===== src/branch_pkg.sv =====
// Shared definitions for the branch execution stage.
// Holds the address width, the operation and control-flow encodings,
// the misaligned-fetch cause code and the conditional-branch helper.
// Every design file refers to these by scoped name.

`default_nettype none

package branch_pkg;

  // width of pc, operands, immediate and every address in the stage
  localparam int unsigned VLEN = 32;

  // exception cause field width and the one cause this stage can raise
  localparam int unsigned EXC_CAUSE_W = 4;
  localparam logic [EXC_CAUSE_W-1:0] EXC_INSTR_ADDR_MISALIGNED = 4'd0;

  // operations handled by the branch unit
  // the six conditional branches come first, then the two jumps
  typedef enum logic [3:0] {
    BEQ  = 4'd0,
    BNE  = 4'd1,
    BLT  = 4'd2,
    BGE  = 4'd3,
    BLTU = 4'd4,
    BGEU = 4'd5,
    JAL  = 4'd6,
    JALR = 4'd7
  } fu_op_e;

  // control-flow kind, shared by the front-end prediction and the resolution
  typedef enum logic [2:0] {
    NO_CF  = 3'd0,
    BRANCH = 3'd1,
    JUMP   = 3'd2,
    JUMP_R = 3'd3,
    RETURN = 3'd4
  } cf_e;

  // true for the conditional operations, false for JAL and JALR
  function automatic logic op_is_branch(input fu_op_e op);
    logic is_br;
    case (op)
      BEQ, BNE, BLT, BGE, BLTU, BGEU: is_br = 1'b1;
      default: is_br = 1'b0;
    endcase
    return is_br;
  endfunction

endpackage

`default_nettype wire


===== src/branch_compare.sv =====
// Operand comparator of the branch stage.
// Decides whether the instruction transfers control: the comparison
// result for conditional branches, always taken for JAL and JALR.
// Purely combinational.

`timescale 1ns/1ps
`default_nettype none

module branch_compare (
  input  branch_pkg::fu_op_e           op_i,
  input  logic [branch_pkg::VLEN-1:0]  operand_a_i,
  input  logic [branch_pkg::VLEN-1:0]  operand_b_i,
  output logic                         taken_o
);

  // the three basic relations, each evaluated once
  logic equal;
  logic less_signed;
  logic less_unsigned;
  logic cond_result;

  assign equal         = (operand_a_i == operand_b_i);
  assign less_signed   = ($signed(operand_a_i) < $signed(operand_b_i));
  assign less_unsigned = (operand_a_i < operand_b_i);

  // pick the relation that the branch asks for
  // the ge forms are the inverse of the matching lt forms
  always_comb begin
    case (op_i)
      branch_pkg::BEQ:  cond_result = equal;
      branch_pkg::BNE:  cond_result = ~equal;
      branch_pkg::BLT:  cond_result = less_signed;
      branch_pkg::BGE:  cond_result = ~less_signed;
      branch_pkg::BLTU: cond_result = less_unsigned;
      branch_pkg::BGEU: cond_result = ~less_unsigned;
      default:          cond_result = 1'b0;
    endcase
  end

  // jumps always redirect, so the resolver only has to look at one signal
  assign taken_o = branch_pkg::op_is_branch(op_i) ? cond_result : 1'b1;

endmodule

`default_nettype wire


===== src/branch_target.sv =====
// Target and link address unit of the branch stage.
// Adds the sign-extended immediate to pc, or to rs1 for JALR, and
// computes the return address from the instruction length.
// Purely combinational.

`timescale 1ns/1ps
`default_nettype none

module branch_target (
  input  branch_pkg::fu_op_e           op_i,
  input  logic [branch_pkg::VLEN-1:0]  pc_i,
  input  logic [branch_pkg::VLEN-1:0]  operand_a_i,
  input  logic [branch_pkg::VLEN-1:0]  imm_i,
  input  logic                         is_compressed_i,
  output logic [branch_pkg::VLEN-1:0]  target_o,
  output logic [branch_pkg::VLEN-1:0]  next_pc_o
);

  logic                        is_jalr;
  logic [branch_pkg::VLEN-1:0] jump_base;
  logic [branch_pkg::VLEN-1:0] sum;
  logic [2:0]                  instr_len;

  assign is_jalr = (op_i == branch_pkg::JALR);

  // JALR jumps relative to the register, everything else relative to pc
  assign jump_base = is_jalr ? operand_a_i : pc_i;

  // the immediate arrives already sign extended to full width,
  // so a signed add of equal widths gives the wrapped target
  assign sum = $unsigned($signed(jump_base) + $signed(imm_i));

  // JALR ignores the lowest target bit, as the ISA specifies
  always_comb begin
    target_o = sum;
    if (is_jalr) begin
      target_o[0] = 1'b0;
    end
  end

  // link address is the following instruction
  // compressed instructions are 2 bytes long, the rest 4
  assign instr_len = is_compressed_i ? 3'd2 : 3'd4;
  assign next_pc_o = pc_i + {{(branch_pkg::VLEN-3){1'b0}}, instr_len};

endmodule

`default_nettype wire


===== src/branch_resolve.sv =====
// Resolution stage of the branch unit.
// Combines the taken decision and the addresses with the front-end
// prediction, decides mispredict, control-flow kind and the
// misaligned-fetch exception, and registers everything for one cycle.
// Results are valid exactly one cycle after valid_i is sampled.

`timescale 1ns/1ps
`default_nettype none

module branch_resolve (
  input  logic                                 clk_i,
  input  logic                                 rst_n_i,
  input  logic                                 valid_i,
  input  branch_pkg::fu_op_e                   op_i,
  input  logic [branch_pkg::VLEN-1:0]          pc_i,
  input  logic                                 taken_i,
  input  logic [branch_pkg::VLEN-1:0]          target_i,
  input  logic [branch_pkg::VLEN-1:0]          next_pc_i,
  input  branch_pkg::cf_e                      predict_cf_i,
  input  logic [branch_pkg::VLEN-1:0]          predict_address_i,
  output logic                                 resolve_valid_o,
  output logic [branch_pkg::VLEN-1:0]          resolve_pc_o,
  output logic [branch_pkg::VLEN-1:0]          resolve_target_o,
  output logic                                 resolve_taken_o,
  output logic                                 resolve_mispredict_o,
  output branch_pkg::cf_e                      resolve_cf_o,
  output logic [branch_pkg::VLEN-1:0]          link_o,
  output logic                                 exc_valid_o,
  output logic [branch_pkg::EXC_CAUSE_W-1:0]   exc_cause_o,
  output logic [branch_pkg::VLEN-1:0]          exc_tval_o
);

  logic                        mispredict_d;
  branch_pkg::cf_e             cf_d;
  logic [branch_pkg::VLEN-1:0] redirect_d;
  logic                        misaligned_d;

  // a taken instruction goes to its target, a fall-through to pc + len
  assign redirect_d = taken_i ? target_i : next_pc_i;

  // mispredicts come only from conditional branches and register jumps
  always_comb begin
    mispredict_d = 1'b0;
    // by default the resolution repeats what the front end predicted
    cf_d         = predict_cf_i;
    if (branch_pkg::op_is_branch(op_i)) begin
      // conditional branches always report BRANCH so the history table updates
      cf_d         = branch_pkg::BRANCH;
      // predicted taken means the front end flagged it as BRANCH
      mispredict_d = (taken_i != (predict_cf_i == branch_pkg::BRANCH));
    end else if (op_i == branch_pkg::JALR) begin
      // a register jump is wrong if it was not predicted at all,
      // or if the predicted address does not match the computed one
      if ((predict_cf_i == branch_pkg::NO_CF) || (target_i != predict_address_i)) begin
        mispredict_d = 1'b1;
        // returns keep their kind, so the target buffer is not polluted
        if (predict_cf_i != branch_pkg::RETURN) begin
          cf_d = branch_pkg::JUMP_R;
        end
      end
    end
  end

  // a taken transfer to an odd address cannot be fetched
  // JALR clears bit 0 itself, so in practice this hits branches and JAL
  assign misaligned_d = taken_i & target_i[0];

  // control flags, cleared by reset and qualified by valid
  always_ff @(posedge clk_i) begin
    if (!rst_n_i) begin
      resolve_valid_o      <= 1'b0;
      resolve_mispredict_o <= 1'b0;
      exc_valid_o          <= 1'b0;
    end else begin
      resolve_valid_o      <= valid_i;
      resolve_mispredict_o <= valid_i & mispredict_d;
      exc_valid_o          <= valid_i & misaligned_d;
    end
  end

  // payload, captured only for a valid instruction
  always_ff @(posedge clk_i) begin
    if (valid_i) begin
      resolve_pc_o     <= pc_i;
      resolve_target_o <= redirect_d;
      resolve_taken_o  <= taken_i;
      resolve_cf_o     <= cf_d;
      link_o           <= next_pc_i;
      exc_cause_o      <= branch_pkg::EXC_INSTR_ADDR_MISALIGNED;
      // tval is the faulting instruction's pc, XLEN equals VLEN here
      exc_tval_o       <= pc_i;
    end
  end

endmodule

`default_nettype wire


===== src/branch_exec_unit.sv =====
// Branch execution stage, top level.
// One instruction per cycle enters with valid_i; its resolution, link
// address and any misaligned-fetch exception appear one cycle later.
// No back-pressure, the consumer takes each result in its cycle.

`timescale 1ns/1ps
`default_nettype none

module branch_exec_unit (
  input  logic                                 clk_i,
  input  logic                                 rst_n_i,
  input  logic                                 valid_i,
  input  branch_pkg::fu_op_e                   op_i,
  input  logic [branch_pkg::VLEN-1:0]          pc_i,
  input  logic [branch_pkg::VLEN-1:0]          operand_a_i,
  input  logic [branch_pkg::VLEN-1:0]          operand_b_i,
  input  logic [branch_pkg::VLEN-1:0]          imm_i,
  input  logic                                 is_compressed_i,
  input  branch_pkg::cf_e                      predict_cf_i,
  input  logic [branch_pkg::VLEN-1:0]          predict_address_i,
  output logic                                 resolve_valid_o,
  output logic [branch_pkg::VLEN-1:0]          resolve_pc_o,
  output logic [branch_pkg::VLEN-1:0]          resolve_target_o,
  output logic                                 resolve_taken_o,
  output logic                                 resolve_mispredict_o,
  output branch_pkg::cf_e                      resolve_cf_o,
  output logic [branch_pkg::VLEN-1:0]          link_o,
  output logic                                 exc_valid_o,
  output logic [branch_pkg::EXC_CAUSE_W-1:0]   exc_cause_o,
  output logic [branch_pkg::VLEN-1:0]          exc_tval_o
);

  // combinational results feeding the register stage
  logic                        taken_w;
  logic [branch_pkg::VLEN-1:0] target_w;
  logic [branch_pkg::VLEN-1:0] next_pc_w;

  // comparator and adder work side by side in the same cycle
  branch_compare u_compare (
    .op_i        (op_i),
    .operand_a_i (operand_a_i),
    .operand_b_i (operand_b_i),
    .taken_o     (taken_w)
  );

  branch_target u_target (
    .op_i            (op_i),
    .pc_i            (pc_i),
    .operand_a_i     (operand_a_i),
    .imm_i           (imm_i),
    .is_compressed_i (is_compressed_i),
    .target_o        (target_w),
    .next_pc_o       (next_pc_w)
  );

  // the resolver holds all decisions and the only register stage
  branch_resolve u_resolve (
    .clk_i                (clk_i),
    .rst_n_i              (rst_n_i),
    .valid_i              (valid_i),
    .op_i                 (op_i),
    .pc_i                 (pc_i),
    .taken_i              (taken_w),
    .target_i             (target_w),
    .next_pc_i            (next_pc_w),
    .predict_cf_i         (predict_cf_i),
    .predict_address_i    (predict_address_i),
    .resolve_valid_o      (resolve_valid_o),
    .resolve_pc_o         (resolve_pc_o),
    .resolve_target_o     (resolve_target_o),
    .resolve_taken_o      (resolve_taken_o),
    .resolve_mispredict_o (resolve_mispredict_o),
    .resolve_cf_o         (resolve_cf_o),
    .link_o               (link_o),
    .exc_valid_o          (exc_valid_o),
    .exc_cause_o          (exc_cause_o),
    .exc_tval_o           (exc_tval_o)
  );

endmodule

`default_nettype wire


===== config.mk =====
export PLATFORM = sky130hd
export DESIGN_NAME = branch_exec_unit
export DESIGN_NICKNAME = d
export VERILOG_FILES = /design/src/branch_pkg.sv /design/src/branch_compare.sv /design/src/branch_target.sv /design/src/branch_resolve.sv /design/src/branch_exec_unit.sv
export SDC_FILE = /design/constraint.sdc
export NUM_CORES = 1
export LEC_CHECK = 0
export BUFFER_PORTS_ARGS = -buffer_cell sky130_fd_sc_hd__buf_4
export CORE_MARGIN = 2
export CORE_UTILIZATION = 51
export DETAILED_ROUTE_END_ITERATION = 6
export PLACE_DENSITY = 0.86
export SETUP_SLACK_MARGIN = 0.2
export SYNTH_ARGS = -nofsm -noshare
export SYNTH_HDL_FRONTEND = slang
export SYNTH_SLANG_ARGS = --single-unit

===== constraint.sdc =====
create_clock -name clk_i -period 5 [get_ports clk_i]
set_input_delay 0.25 -clock clk_i [delete_from_list [all_inputs] [get_ports clk_i]]
set_output_delay 0.25 -clock clk_i [all_outputs]
set_load 0.05 [all_outputs]

Word level (Yosys, flattened, before mapping)
Index checks and enable logic that the tools add are counted.
Widths: inputs -> output; s select.
{"block": "op_classes", "mux": 13, "add_sub_neg": 2, "bitwise": 6, "reduce_logical": 4, "n_eq_ne": 11, "magnitude_cmp": 2}
{"operator": "$lt 32x32->1", "n": 2}
{"operator": "$mux 32", "n": 2}
{"operator": "$add 32x3->32", "n": 1}
{"operator": "$add 32x32->32", "n": 1}
{"operator": "$eq 32x32->1", "n": 1}
{"operator": "$ne 32x32->1", "n": 1}
{"operator": "$eq 4x3->1 const B", "n": 3}
{"operator": "$mux 3", "n": 4}
{"operator": "$eq 4x2->1 const B", "n": 2}
{"operator": "$mux 1", "n": 6}
{"operator": "$pmux 1 s6", "n": 1}
{"operator": "$reduce_or 6->1", "n": 1}
{"operator": "$eq 4x1->1 const B", "n": 1}
{"operator": "$logic_not 4->1", "n": 1}
{"operator": "$and 1x1->1", "n": 3}
{"operator": "$eq 3x1->1 const B", "n": 1}
{"operator": "$logic_not 3->1", "n": 1}
{"operator": "$ne 3x3->1 const B", "n": 1}
{"operator": "$not 1->1", "n": 3}
{"operator": "$logic_or 1x1->1", "n": 1}
{"operator": "$ne 1x1->1", "n": 1}
{"block": "word_totals", "inputBits": 171, "register_bits": 103, "out_inout_bits": 139, "wordCells": 46}

Logic depth before layout (Yosys ltp)
Gate-level depths: netlist of the first run.
{"block": "logic_depth", "word_depth": 10, "ltp_mapped": 19, "mapped_depth_nobuf": 16}

Hierarchy
A second synthesis of the first run with hierarchy kept.
{"block": "hier_totals", "hier_cells": 749, "hier_area_um2": 7965.1}
{"mod": "branch_resolve", "seq_area_each_um2": 3062.9, "area_per_inst_um2": 4239.1, "cells_each": 250, "instances": 1}
{"mod": "branch_target", "seq_area_each_um2": 0.0, "area_per_inst_um2": 2752.6, "cells_each": 375, "instances": 1}
{"mod": "branch_compare", "seq_area_each_um2": 0.0, "area_per_inst_um2": 973.4, "cells_each": 124, "instances": 1}

Least setup slack after synthesis of the first run
OpenSTA, ideal clock, no wires.
{"block": "synth_timing", "kind": "input-to-reg", "start": "input port op_i[0]", "end": "register u_resolve.resolve_cf_o[1], data pin", "setup_slack_ns": 0.769, "path_buffers": 4, "path_stages": 18, "setup_ns": 0.262, "t_required_ns": 4.738, "t_arrival_ns": 3.969, "path_cell_list": "clkbuf_1 > and4b_1 > clkbuf_1 > clkbuf_1 > nand2_1 > nand2_1 > ha_1 > buf_6 > a21o_1 > a21oi_4 > a211oi_2 > o311ai_2 > o211ai_2 > o41a_1 > xnor3_1 > nor4_1 > and4_4 > o21ai_0"}
{"block": "synth_between", "elab_chain_len": 8, "elab_cells_between_ends": 16, "classes_between": "1 x add/sub; 7 x eq/ne; 5 x mux; 3 x reduce/logical"}
{"element": "start, declared", "line": "branch_exec_unit.sv:13", "source": "input branch_pkg::fu_op_e op_i,"}
{"element": "$eq 4x3->1", "line": "branch_target.sv:24, branch_resolve.sv:51"}
{"element": "$mux 32", "line": "branch_target.sv:27", "source": "assign jump_base = is_jalr ? operand_a_i : pc_i;"}
{"element": "$add 32x32->32", "line": "branch_target.sv:31", "source": "assign sum = $unsigned($signed(jump_base) + $signed(imm_i));"}
{"element": "$mux 1", "line": "branch_target.sv:36", "source": "if (is_jalr) begin"}
{"element": "$ne 32x32->1", "line": "branch_resolve.sv:54", "source": "if ((predict_cf_i == branch_pkg::NO_CF) || (target_i != predict_address_i)) begin"}
{"element": "$logic_or 1x1->1", "line": "branch_resolve.sv:54"}
{"element": "$mux 3", "line": "branch_resolve.sv:54"}
{"element": "$mux 3", "line": "branch_resolve.sv:51", "source": "end else if (op_i == branch_pkg::JALR) begin"}
{"element": "end signal, assigned", "line": "branch_resolve.sv:87", "source": "resolve_cf_o <= cf_d;"}
{"element": "end, declared", "line": "branch_resolve.sv:26", "source": "output branch_pkg::cf_e resolve_cf_o,"}
Parallel ways exist; a longest one is shown, timed or not.
A chain may end at the register's enable or synchronous reset.

Worst setup path in the final report of the first run
{"block": "layout_timing", "start": "input port op_i[3]", "end": "register u_resolve.resolve_cf_o[0], data pin"}
The elaborated chain is that of the path after synthesis.

==> results of run 1 <==
-- metrics by stage --
step           area (um^2)  total power [W]  hold slack (ns)  utilization [%]  setup slack, ns
4_1_cts              11210         0.003344          0.07243            67.61           0.6173
2_1_floorplan         8671         0.002126           0.3489                -           0.7695
3_5_place_dp         10920         0.002636           0.4406            65.86           0.2984
3_3_place_gp         10920         0.002619           0.4427            65.86           0.2523
5_1_grt              11210         0.003480          0.07299            67.61           0.2603
6_report             11210         0.003365          0.07795            67.61           0.3893
-- kinds of logic (layout without fill, tap and decap cells) --
kind of cell	after synthesis	count (layout)	synth area share (%)
simple gates	381	381	20.37
compound gates	206	206	16.23
buf+inv	120	386	7.282
flops	102	102	35.02
xor+xnor	88	88	9.869
fa+ha+maj	71	71	10.43
mux	6	6	0.7513
other cells	1	4	0.04330
-- final timing paths --
kind | endpoint | from | cells after the start | slack, ns
max | u_resolve.resolve_cf_o[0] | op_i[3] | 15 | 0.39
min | u_resolve.exc_tval_o[27] | pc_i[27] | 1 | 0.08
-- per-layer routing --
metal	track usage, %	part of all wire, %	vias up
met5	0	0	-
met4	13.16	3.8	0
met3	5.631	9.3	93
met2	55.13	47	601
met1	45.67	40	4124
li1	-	-	4007
-- cells in the mapped netlist, types with 19 or more instances --
master	instances
o21ai_0	49
a21oi_1	45
nand3_1	22
ha_1	69
a21o_1	19
nor2_1	64
buf_4	42
edfxtp_1	99
xor2_1	33
xnor2_1	49
nand4_1	28
inv_1	47
nand2_1	186
-- state kept, by name (all words and copies together) (netlist names) --
signal and count:
u_resolve.resolve_taken_o 1, u_resolve.exc_valid_o 1, u_resolve.resolve_valid_o 1, u_resolve.exc_tval_o 32, u_resolve.link_o 31, u_resolve.resolve_target_o 32
u_resolve.resolve_cf_o 3, u_resolve.resolve_mispredict_o 1
-- worst max-delay path: stages --
cell and delay, ns:
buf_4 0.11, nand4b_1 0.50, buf_4 0.37, nand2_1 0.09, nand2_1 0.07, ha_1 0.47
nand4_1 0.30, a211oi_1 0.65, o31ai_1 0.21, a211oi_1 0.59, xnor2_1 0.20, nand2_1 0.07
nor4_1 0.38, and4_4 0.33, o21ai_0 0.09
-- area by class of cell --
class	instances	area share, %
inverters	47	1.573
clock buffers	11	2.076
repair buffers	323	21.63
well taps	220	2.455
multi-input cells	756	44.70
flip-flops and latches	102	27.05
clock inverters	5	0.5133
-- power groups by stage --
stage	Combinational [W]	Sequential, W	Clock (W)
4_1_cts	0.00152	0.00110	0.000717
6_report	0.00155	0.00110	0.000713
3_3_place_gp	0.00150	0.00112	0
3_5_place_dp	0.00151	0.00112	0
2_1_floorplan	0.000676	0.00145	0
5_1_grt	0.00163	0.00111	0.000744
==> results.toml, run 1 <==
[outcome]
status = "completed"

[synth]
synth_top_area_share_pct = 34.33
synth_cells = 975
synth_area_leaders = "edfxtp_1 34%, ha_1 10%, nand2_1 8.1%, xnor2_1 5.0%, buf_4 3.6%"
ys_types = 79
seq_area_frac_synth_pct = 35.02
synth_area_per_cell_um2 = 8.882
netlist_area_mm2 = 0.008660
ys_warn_count = 0
async_flop_share_pct = 0
yosys.area.top_type = "edfxtp_1"
synth_edf_count = 99
synthFlopType = "edfxtp_1"
synth-seq-cells = 102

[placed_design]
dp_hpwl_um = 25900
io_buffers = 305
gp_congestion = 1.045
dp.cells = 1448

[clocking]
post_cts_buffers = 0
cts-root-buf = "clkbuf_16"
cts-resized-gates = 0
clk_pin_slew_ns = 0.07
htree_levels = 3
cts_made_buffers = 9
ctsHoldBuffers = 0
cts_sinks = 102
cts_tree = "done"
clock_path_buffers = 2

[detailed_routing]
drc_errors = 0
final_antenna_net_count = 0
wl_per_cell_um = 21.60
num_vias = 8825
drt-total-wl_um = 31620
viasPerCell = 6.028
drt_first_pass_iters = 7
first_iter_violations = 1128

[pwr]
leakage_nw = 5.118
power_density_mw_per_mm2 = 300.1
pwr-share-seq_pct = 32.8
intPower_w = 0.001984
clkPwrFrac_pct = 21.2
switching_share_pct = 41.03
p_sw_w = 0.001381
ir_worst_vdd_mv = 0.1697
combinationalPowerShare_pct = 46.0

[final_layout]
stdcell_count = 1464
fillers = 1327
final_common_cell = "buf_4"
antennaDiodeCount = 0
regArea_mm2 = 0.003033
area_delta_synth_final_pct = 29.48
multiInputGateArea_mm2 = 0.005012
layout_common_cells = "323 x buf_4, 186 x nand2_1, 99 x edfxtp_1, 69 x ha_1, 64 x nor2_1"
drive_gt1_share_pct = 28.78
final_nets = 1481

[setup_path]
crit_path_start_kind = "input pin"
cp-end-kind = "flop"
cp_data_required_time_ns = 5.10
worst-path-max-fanout = 12
arrival_ns = 4.71
crit_type = "in2reg"

[global_routing]
overflow = 0
antenna_found_initial = 0
grt_max_degree = 54
grt.total_usage_pct = 34.00
grt_pass1_wl_um = 46590
first_global_vias = 8208

[floorplanning]
start_util_pct = 52.22
die_h_um = 134.3
rows = 47
coreArea_mm2 = 0.01658
pin_count = 310
dieArea_mm2 = 0.01804
die_w_um = 134.3

[timing]
timing.slew.headroom_pct = 53.89
min_period_ns = 4.611
hold_violations = 0
slew_viol_final = 0
max_freq_mhz = 216.9
finalCritPeriodShare_pct = 92.21
rsz0062_at_grt = "no"
tns_ns = 0
worst_pin_slew_ns = 0.6916
finalSetupViolCount = 0

[job]
maxCapViolations = 0

[hold_path]
hold_class = "in2reg"
(Power assumes the default switching activity.)
==> inputs of run 2 (changes only) <==
--- a/config.mk
+++ b/config.mk
@@ -5,9 +5,10 @@
 export SDC_FILE = /design/constraint.sdc
 export NUM_CORES = 1
 export LEC_CHECK = 0
+export ABC_AREA = 1
 export BUFFER_PORTS_ARGS = -buffer_cell sky130_fd_sc_hd__buf_4
 export CORE_MARGIN = 2
-export CORE_UTILIZATION = 51
+export CORE_UTILIZATION = 52
 export DETAILED_ROUTE_END_ITERATION = 6
 export PLACE_DENSITY = 0.86
 export SETUP_SLACK_MARGIN = 0.2
==> run 2 against run 1 <==
First-iteration DRC count down 20%. Non-clock buffer count down 16. Critical path depth up 7. Cell count up 25%. Critical path type unchanged. Die area up 5.3%. Count of clock-buffer cells in the layout down 1. Hold slack better by 0.0049 ns. Highest routed layer unchanged. Via count up 7.7%.
==> results.toml, run 2 <==
[global_routing]
first_global_vias = 8948
antenna_found_initial = 0
overflow = 0
grt_pass1_wl_um = 46130
grt_max_degree = 62
grt.total_usage_pct = 32.19

[synth]
ys_types = 43
synth_edf_count = 99
synth_cells = 1330
synth_area_per_cell_um2 = 7.001
yosys.area.top_type = "edfxtp_1"
seq_area_frac_synth_pct = 32.57
ys_warn_count = 0
synth_most_common_cell = "nand2_1"
netlist_area_mm2 = 0.009311
async_flop_share_pct = 0
synth_top_area_share_pct = 31.93
synth_area_leaders = "edfxtp_1 32%, nand2_1 18%, inv_1 10%, ha_1 9.3%, nand3_1 5.1%"
synth-seq-cells = 102
synth_common_cells = "436 x nand2_1, 248 x inv_1, 101 x nor2_1"
synthFlopType = "edfxtp_1"

[hold_path]
hold_depth = 1
hold_class = "in2reg"

[clocking]
cts-resized-gates = 0
clock_path_buffers = 2
cts_made_buffers = 9
ctsHoldBuffers = 0
cts-root-buf = "clkbuf_16"
clk_pin_slew_ns = 0.09
htree_levels = 3
cts_sinks = 102
post_cts_buffers = 0
cts_tree = "done"

[final_layout]
drive_gt1_share_pct = 23.04
final_common_cell = "nand2_1"
antennaDiodeCount = 0
top_regs = "u_resolve.exc_tval_o x32, u_resolve.resolve_target_o x32, u_resolve.link_o x31"
final_nets = 1843
layout_common_cells = "436 x nand2_1, 307 x buf_4, 248 x inv_1, 101 x nor2_1, 99 x edfxtp_1"
area_delta_synth_final_pct = 27.13
stdcell_count = 1831

[floorplanning]
start_util_pct = 53.46
die_h_um = 137.8
dieArea_mm2 = 0.01899
pin_count = 310
coreArea_mm2 = 0.01742
die_w_um = 137.8
rows = 48

[detailed_routing]
first_iter_violations = 900
drc_errors = 0
wl_per_cell_um = 16.68
drt-total-wl_um = 30550
num_vias = 9508
drt_first_pass_iters = 5
viasPerCell = 5.193
final_antenna_net_count = 0

[timing]
max_freq_mhz = 272.6
hold_violations = 0
timing.slew.headroom_pct = 28.53
min_period_ns = 3.669
finalCritPeriodShare_pct = 73.38
finalSetupViolCount = 0
slew_viol_final = 0
tns_ns = 0
worst_pin_slew_ns = 1.072
fin_ws_ns = 1.331
rsz0062_at_grt = "no"

[job]
maxCapViolations = 0

[placed_design]
dp_hpwl_um = 25560
dp.cells = 1815
post-place-ws_ns = 0.9559
gp_congestion = 1.021
io_buffers = 305

[pwr]
leakage_nw = 6.456
ir_worst_vdd_mv = 0.2403
power_density_mw_per_mm2 = 273.0
total_power_w = 0.003231

[outcome]
status = "completed"

[setup_path]
worst-path-max-fanout = 46
cp_data_required_time_ns = 5.13
cp-end-kind = "flop"
crit_type = "in2reg"
arrival_ns = 3.80
crit_path_start_kind = "input pin"
[run 2: cell types whose count changed after synthesis, moves of 11 or more]
cell / previous run / this run
nand2_1: 186 / 436
xnor2_1: 49 / 7
a21o_1: 19 / 2
o21ai_0: 49 / 26
nor2_1: 64 / 101
inv_1: 47 / 248
a31oi_1: 4 / 24
nand2_2: 0 / 14
nand3_1: 22 / 95
clkbuf_1: 16 / 5
nand4_1: 28 / 17
[run 2: cell families (layout without fill, tap and decap cells)]
group	Yosys count	after routing	share of synthesized area, %
buf+inv	301	574	14.01
xor+xnor	42	42	4.542
compound gates	100	100	5.832
fa+ha+maj	71	71	9.702
flops	102	102	32.57
simple gates	713	713	33.30
other cells	1	4	0.04027
[run 2: where the power goes]
part           internal, W  leakage, nW  switching, W
registers          0.00105        0.994     0.0000305
clock network     0.000354        0.143      0.000369
logic             0.000462         5.32      0.000968
[run 2: path summary, 6_finish.rpt]
path / slack [ns] / to / from
setup / recovery: 1.33 / u_resolve.resolve_cf_o[0] / op_i[2]
hold / removal: 0.08 / u_resolve.exc_tval_o[28] / pc_i[28]
[run 2: area by class of cell]
type	instances	area, um^2
Multi-Input combinational cell	930	4985
Clock buffer	10	229.0
Timing Repair Buffer	307	2305
Tap cell	225	281.5
Inverter	251	942.2
Sequential cell	102	3033
Clock inverter	6	62.56
Fill cell	1545	5579
[run 2: routing by layer]
layer / vias to the layer above / track usage, % / part of all wire, %
met2: 489 / 53.07 / 46
met1: 4250 / 44.05 / 43
met3: 38 / 5.850 / 9.1
met4: 0 / 7.540 / 1.8
met5: - / 0 / 0
li1: 4731 / - / -
[run 2: stage by stage]
step	hold WS (ns)	util [%]	area, um^2
floorplan	0.3489	-	9323
global placement	0.4490	66.29	11550
detailed placement	0.4525	66.29	11550
CTS	0.07748	67.97	11840
global route	0.07623	67.97	11840
finish	0.08282	67.97	11840
[run 2: critical path, cell delays in order]
cell,delay [ns]
buf_4,0.08
inv_1,0.06
nor2_1,0.15
nand2_2,0.17
inv_2,0.58
o21ai_0,0.20
ha_1,0.46
nand2_1,0.14
nor2_1,0.26
nand2_1,0.12
nor2_1,0.12
nand2_1,0.11
nand3_1,0.11
nand2_1,0.07
nand3_1,0.07
nand2_1,0.09
nor2_1,0.14
nand2_1,0.10
nor2_2,0.19
nand4_1,0.13
o21ai_1,0.15
nand2_1,0.05
==> inputs of run 3 (changes only) <==
--- a/config.mk
+++ b/config.mk
@@ -8,9 +8,9 @@
 export ABC_AREA = 1
 export BUFFER_PORTS_ARGS = -buffer_cell sky130_fd_sc_hd__buf_4
 export CORE_MARGIN = 2
-export CORE_UTILIZATION = 52
+export CORE_UTILIZATION = 47
 export DETAILED_ROUTE_END_ITERATION = 6
-export PLACE_DENSITY = 0.86
+export PLACE_DENSITY = 0.82
 export SETUP_SLACK_MARGIN = 0.2
 export SYNTH_ARGS = -nofsm -noshare
 export SYNTH_HDL_FRONTEND = slang
==> constraint.sdc (replaced) <==
create_clock -name clk_i -period 3 [get_ports clk_i]
set_input_delay 0.15 -clock clk_i [delete_from_list [all_inputs] [get_ports clk_i]]
set_output_delay 0.15 -clock clk_i [all_outputs]
set_load 0.05 [all_outputs]
==> run 3 against run 2 <==
Hold slack lost 0.069 ns. Cell count is 12% higher. Critical path depth increased by 4. Critical path type unchanged. Final area rose by 19%. Largest power group unchanged. Combinational power grew 110%. Non-clock buffer count up 175. Clock power grew 64%.
==> results.toml, run 3 (synthesis gave the netlist of run 2 again) <==
[detailed_routing]
wl_per_cell_um = 16.76
drt-total-wl_um = 34290
drt_first_pass_iters = 6
viasPerCell = 5.090
final_antenna_net_count = 0
drc_errors = 0
num_vias = 10414
first_iter_violations = 849

[timing]
min_period_ns = 2.976
hold_violations = 0
timing.slew.headroom_pct = 56.49
finalCritPeriodShare_pct = 99.20
tns_ns = 0
max_freq_mhz = 336.0
rsz0062_at_grt = "yes"
slew_viol_final = 0
worst_pin_slew_ns = 0.6466
finalSetupViolCount = 0

[final_layout]
top_regs = "u_resolve.exc_tval_o x32, u_resolve.resolve_target_o x32, u_resolve.link_o x31"
final_nets = 2018
stdcell_count = 2046
layout_common_cells = "462 x buf_4, 370 x nand2_1, 242 x inv_1, 99 x edfxtp_1, 80 x nand3_1"
drive_gt1_share_pct = 37.96
antennaDiodeCount = 0
area_delta_synth_final_pct = 50.91
final_common_cell = "buf_4"

[floorplanning]
die_w_um = 144.8
dieArea_mm2 = 0.02095
pin_count = 310
die_h_um = 144.8
start_util_pct = 47.84
coreArea_mm2 = 0.01946
rows = 51

[clocking]
cts-root-buf = "clkbuf_16"
clock_path_buffers = 2
cts_made_buffers = 9
cts_tree = "done"
clk_pin_slew_ns = 0.07
cts_sinks = 102
htree_levels = 3

[setup_path]
crit_type = "in2reg"
worst-path-max-fanout = 20
cp-end-kind = "flop"
crit_path_start_kind = "input pin"
arrival_ns = 3.08
cp_data_required_time_ns = 3.11
crit_start = "op_i[1]"
endpoint = "u_resolve.resolve_cf_o[0]"

[hold_path]
hold_class = "in2reg"

[pwr]
leakage_nw = 7.441
power_density_mw_per_mm2 = 424.4
ir_worst_vdd_mv = 0.2837

[global_routing]
antenna_found_initial = 0
grt_max_degree = 73
grt_pass1_wl_um = 50580
grt.total_usage_pct = 31.70
overflow = 0
first_global_vias = 9736

[job]
maxCapViolations = 0

[placed_design]
gp_congestion = 0.9932
dp_hpwl_um = 28250
io_buffers = 305
dp.cells = 1997

[outcome]
status = "completed"
[run 3: changes by cell type in the layout (fill, tap and decap cells not counted), moves of 15 or more]
cell | before | now
nand3_1 | 95 | 80
nand2_1 | 436 | 370
nor2_1 | 101 | 78
nor2_4 | 5 | 21
buf_4 | 307 | 462
nand2_2 | 14 | 66
[run 3: worst min-delay path by stage]
stage | from | to | depth (start not counted)
2_1_floorplan | pc_i[0] | u_resolve.exc_tval_o[0] | 0
4_1_cts | pc_i[6] | u_resolve.exc_tval_o[6] | 1
5_1_grt | pc_i[17] | u_resolve.exc_tval_o[17] | 1
3_3_place_gp | pc_i[28] | u_resolve.exc_tval_o[28] | 1
6_report | pc_i[17] | u_resolve.exc_tval_o[17] | 1
3_5_place_dp | pc_i[0] | u_resolve.exc_tval_o[0] | 1
[run 3: where the power goes]
group / switching, W / leakage [nW] / total [W] / internal (W)
registers: 0.0000548 / 0.994 / 0.00180 / 0.00175
clock network: 0.000596 / 0.143 / 0.00119 / 0.000590
logic: 0.00183 / 6.30 / 0.00298 / 0.00114
[run 3: cell type report]
class,instances,area [um^2]
clock buffer,10,229.0
fill,1626,5410
multi-input combinational,930,5718
tap,265,331.6
clock inverter,6,62.56
sequential,102,3033
timing repair buffer,482,3724
inverter,251,954.7
[run 3: per-stage QoR]
stage	hold WS, ns	utilization (%)	setup WS (ns)	cell area [um^2]	power (W)
6_report	0.01342	72.20	0.02410	14050	0.005964
5_1_grt	0.002879	72.20	-0.1605	14050	0.006228
4_1_cts	0.004536	70.18	0.1493	13660	0.005823
3_5_place_dp	0.3487	65.54	-0.5200	12760	0.004506
3_3_place_gp	0.3491	65.54	-0.4798	12760	0.004456
2_1_floorplan	0.2489	-	0.2165	9368	0.003444
[run 3: per-layer routing]
metal	share of wire, %	vias to the layer above	wire length (um)	GRT usage, %
met2	47	511	15950	50.82
met4	2.5	0	843	9.913
met3	8.1	58	2780	5.133
met1	43	4760	14720	43.95
li1	-	5085	-	-
met5	0	-	0	0
[run 3: worst max-delay path, stage by stage]
cell and delay [ns]:
buf_4 0.12, nand2_2 0.07, inv_1 0.06, nand2_4 0.10, inv_8 0.06, buf_12 0.15, nand2_1 0.07, o21ai_0 0.08
ha_1 0.39, nand2_2 0.09, buf_4 0.15, nor2_4 0.14, buf_4 0.13, nand2_1 0.08, nor2_2 0.18, nand2_4 0.08
nand2_1 0.08, nand2_1 0.09, nand3_2 0.07, nand2_1 0.06, nor2_1 0.11, nand2_1 0.10, nor2_4 0.13, nand4_1 0.13
o21ai_1 0.16, nand2_1 0.05
[run 3: repair_timing]
item / in CTS / in global routing
hold endpoints to repair: 11 / 0
buffers inserted: 14 / 8
gates resized for setup: 85 / 96
hold buffers: 11 / 0
pin swaps: 42 / 58
endpoints found under the setup margin: 4 / 5
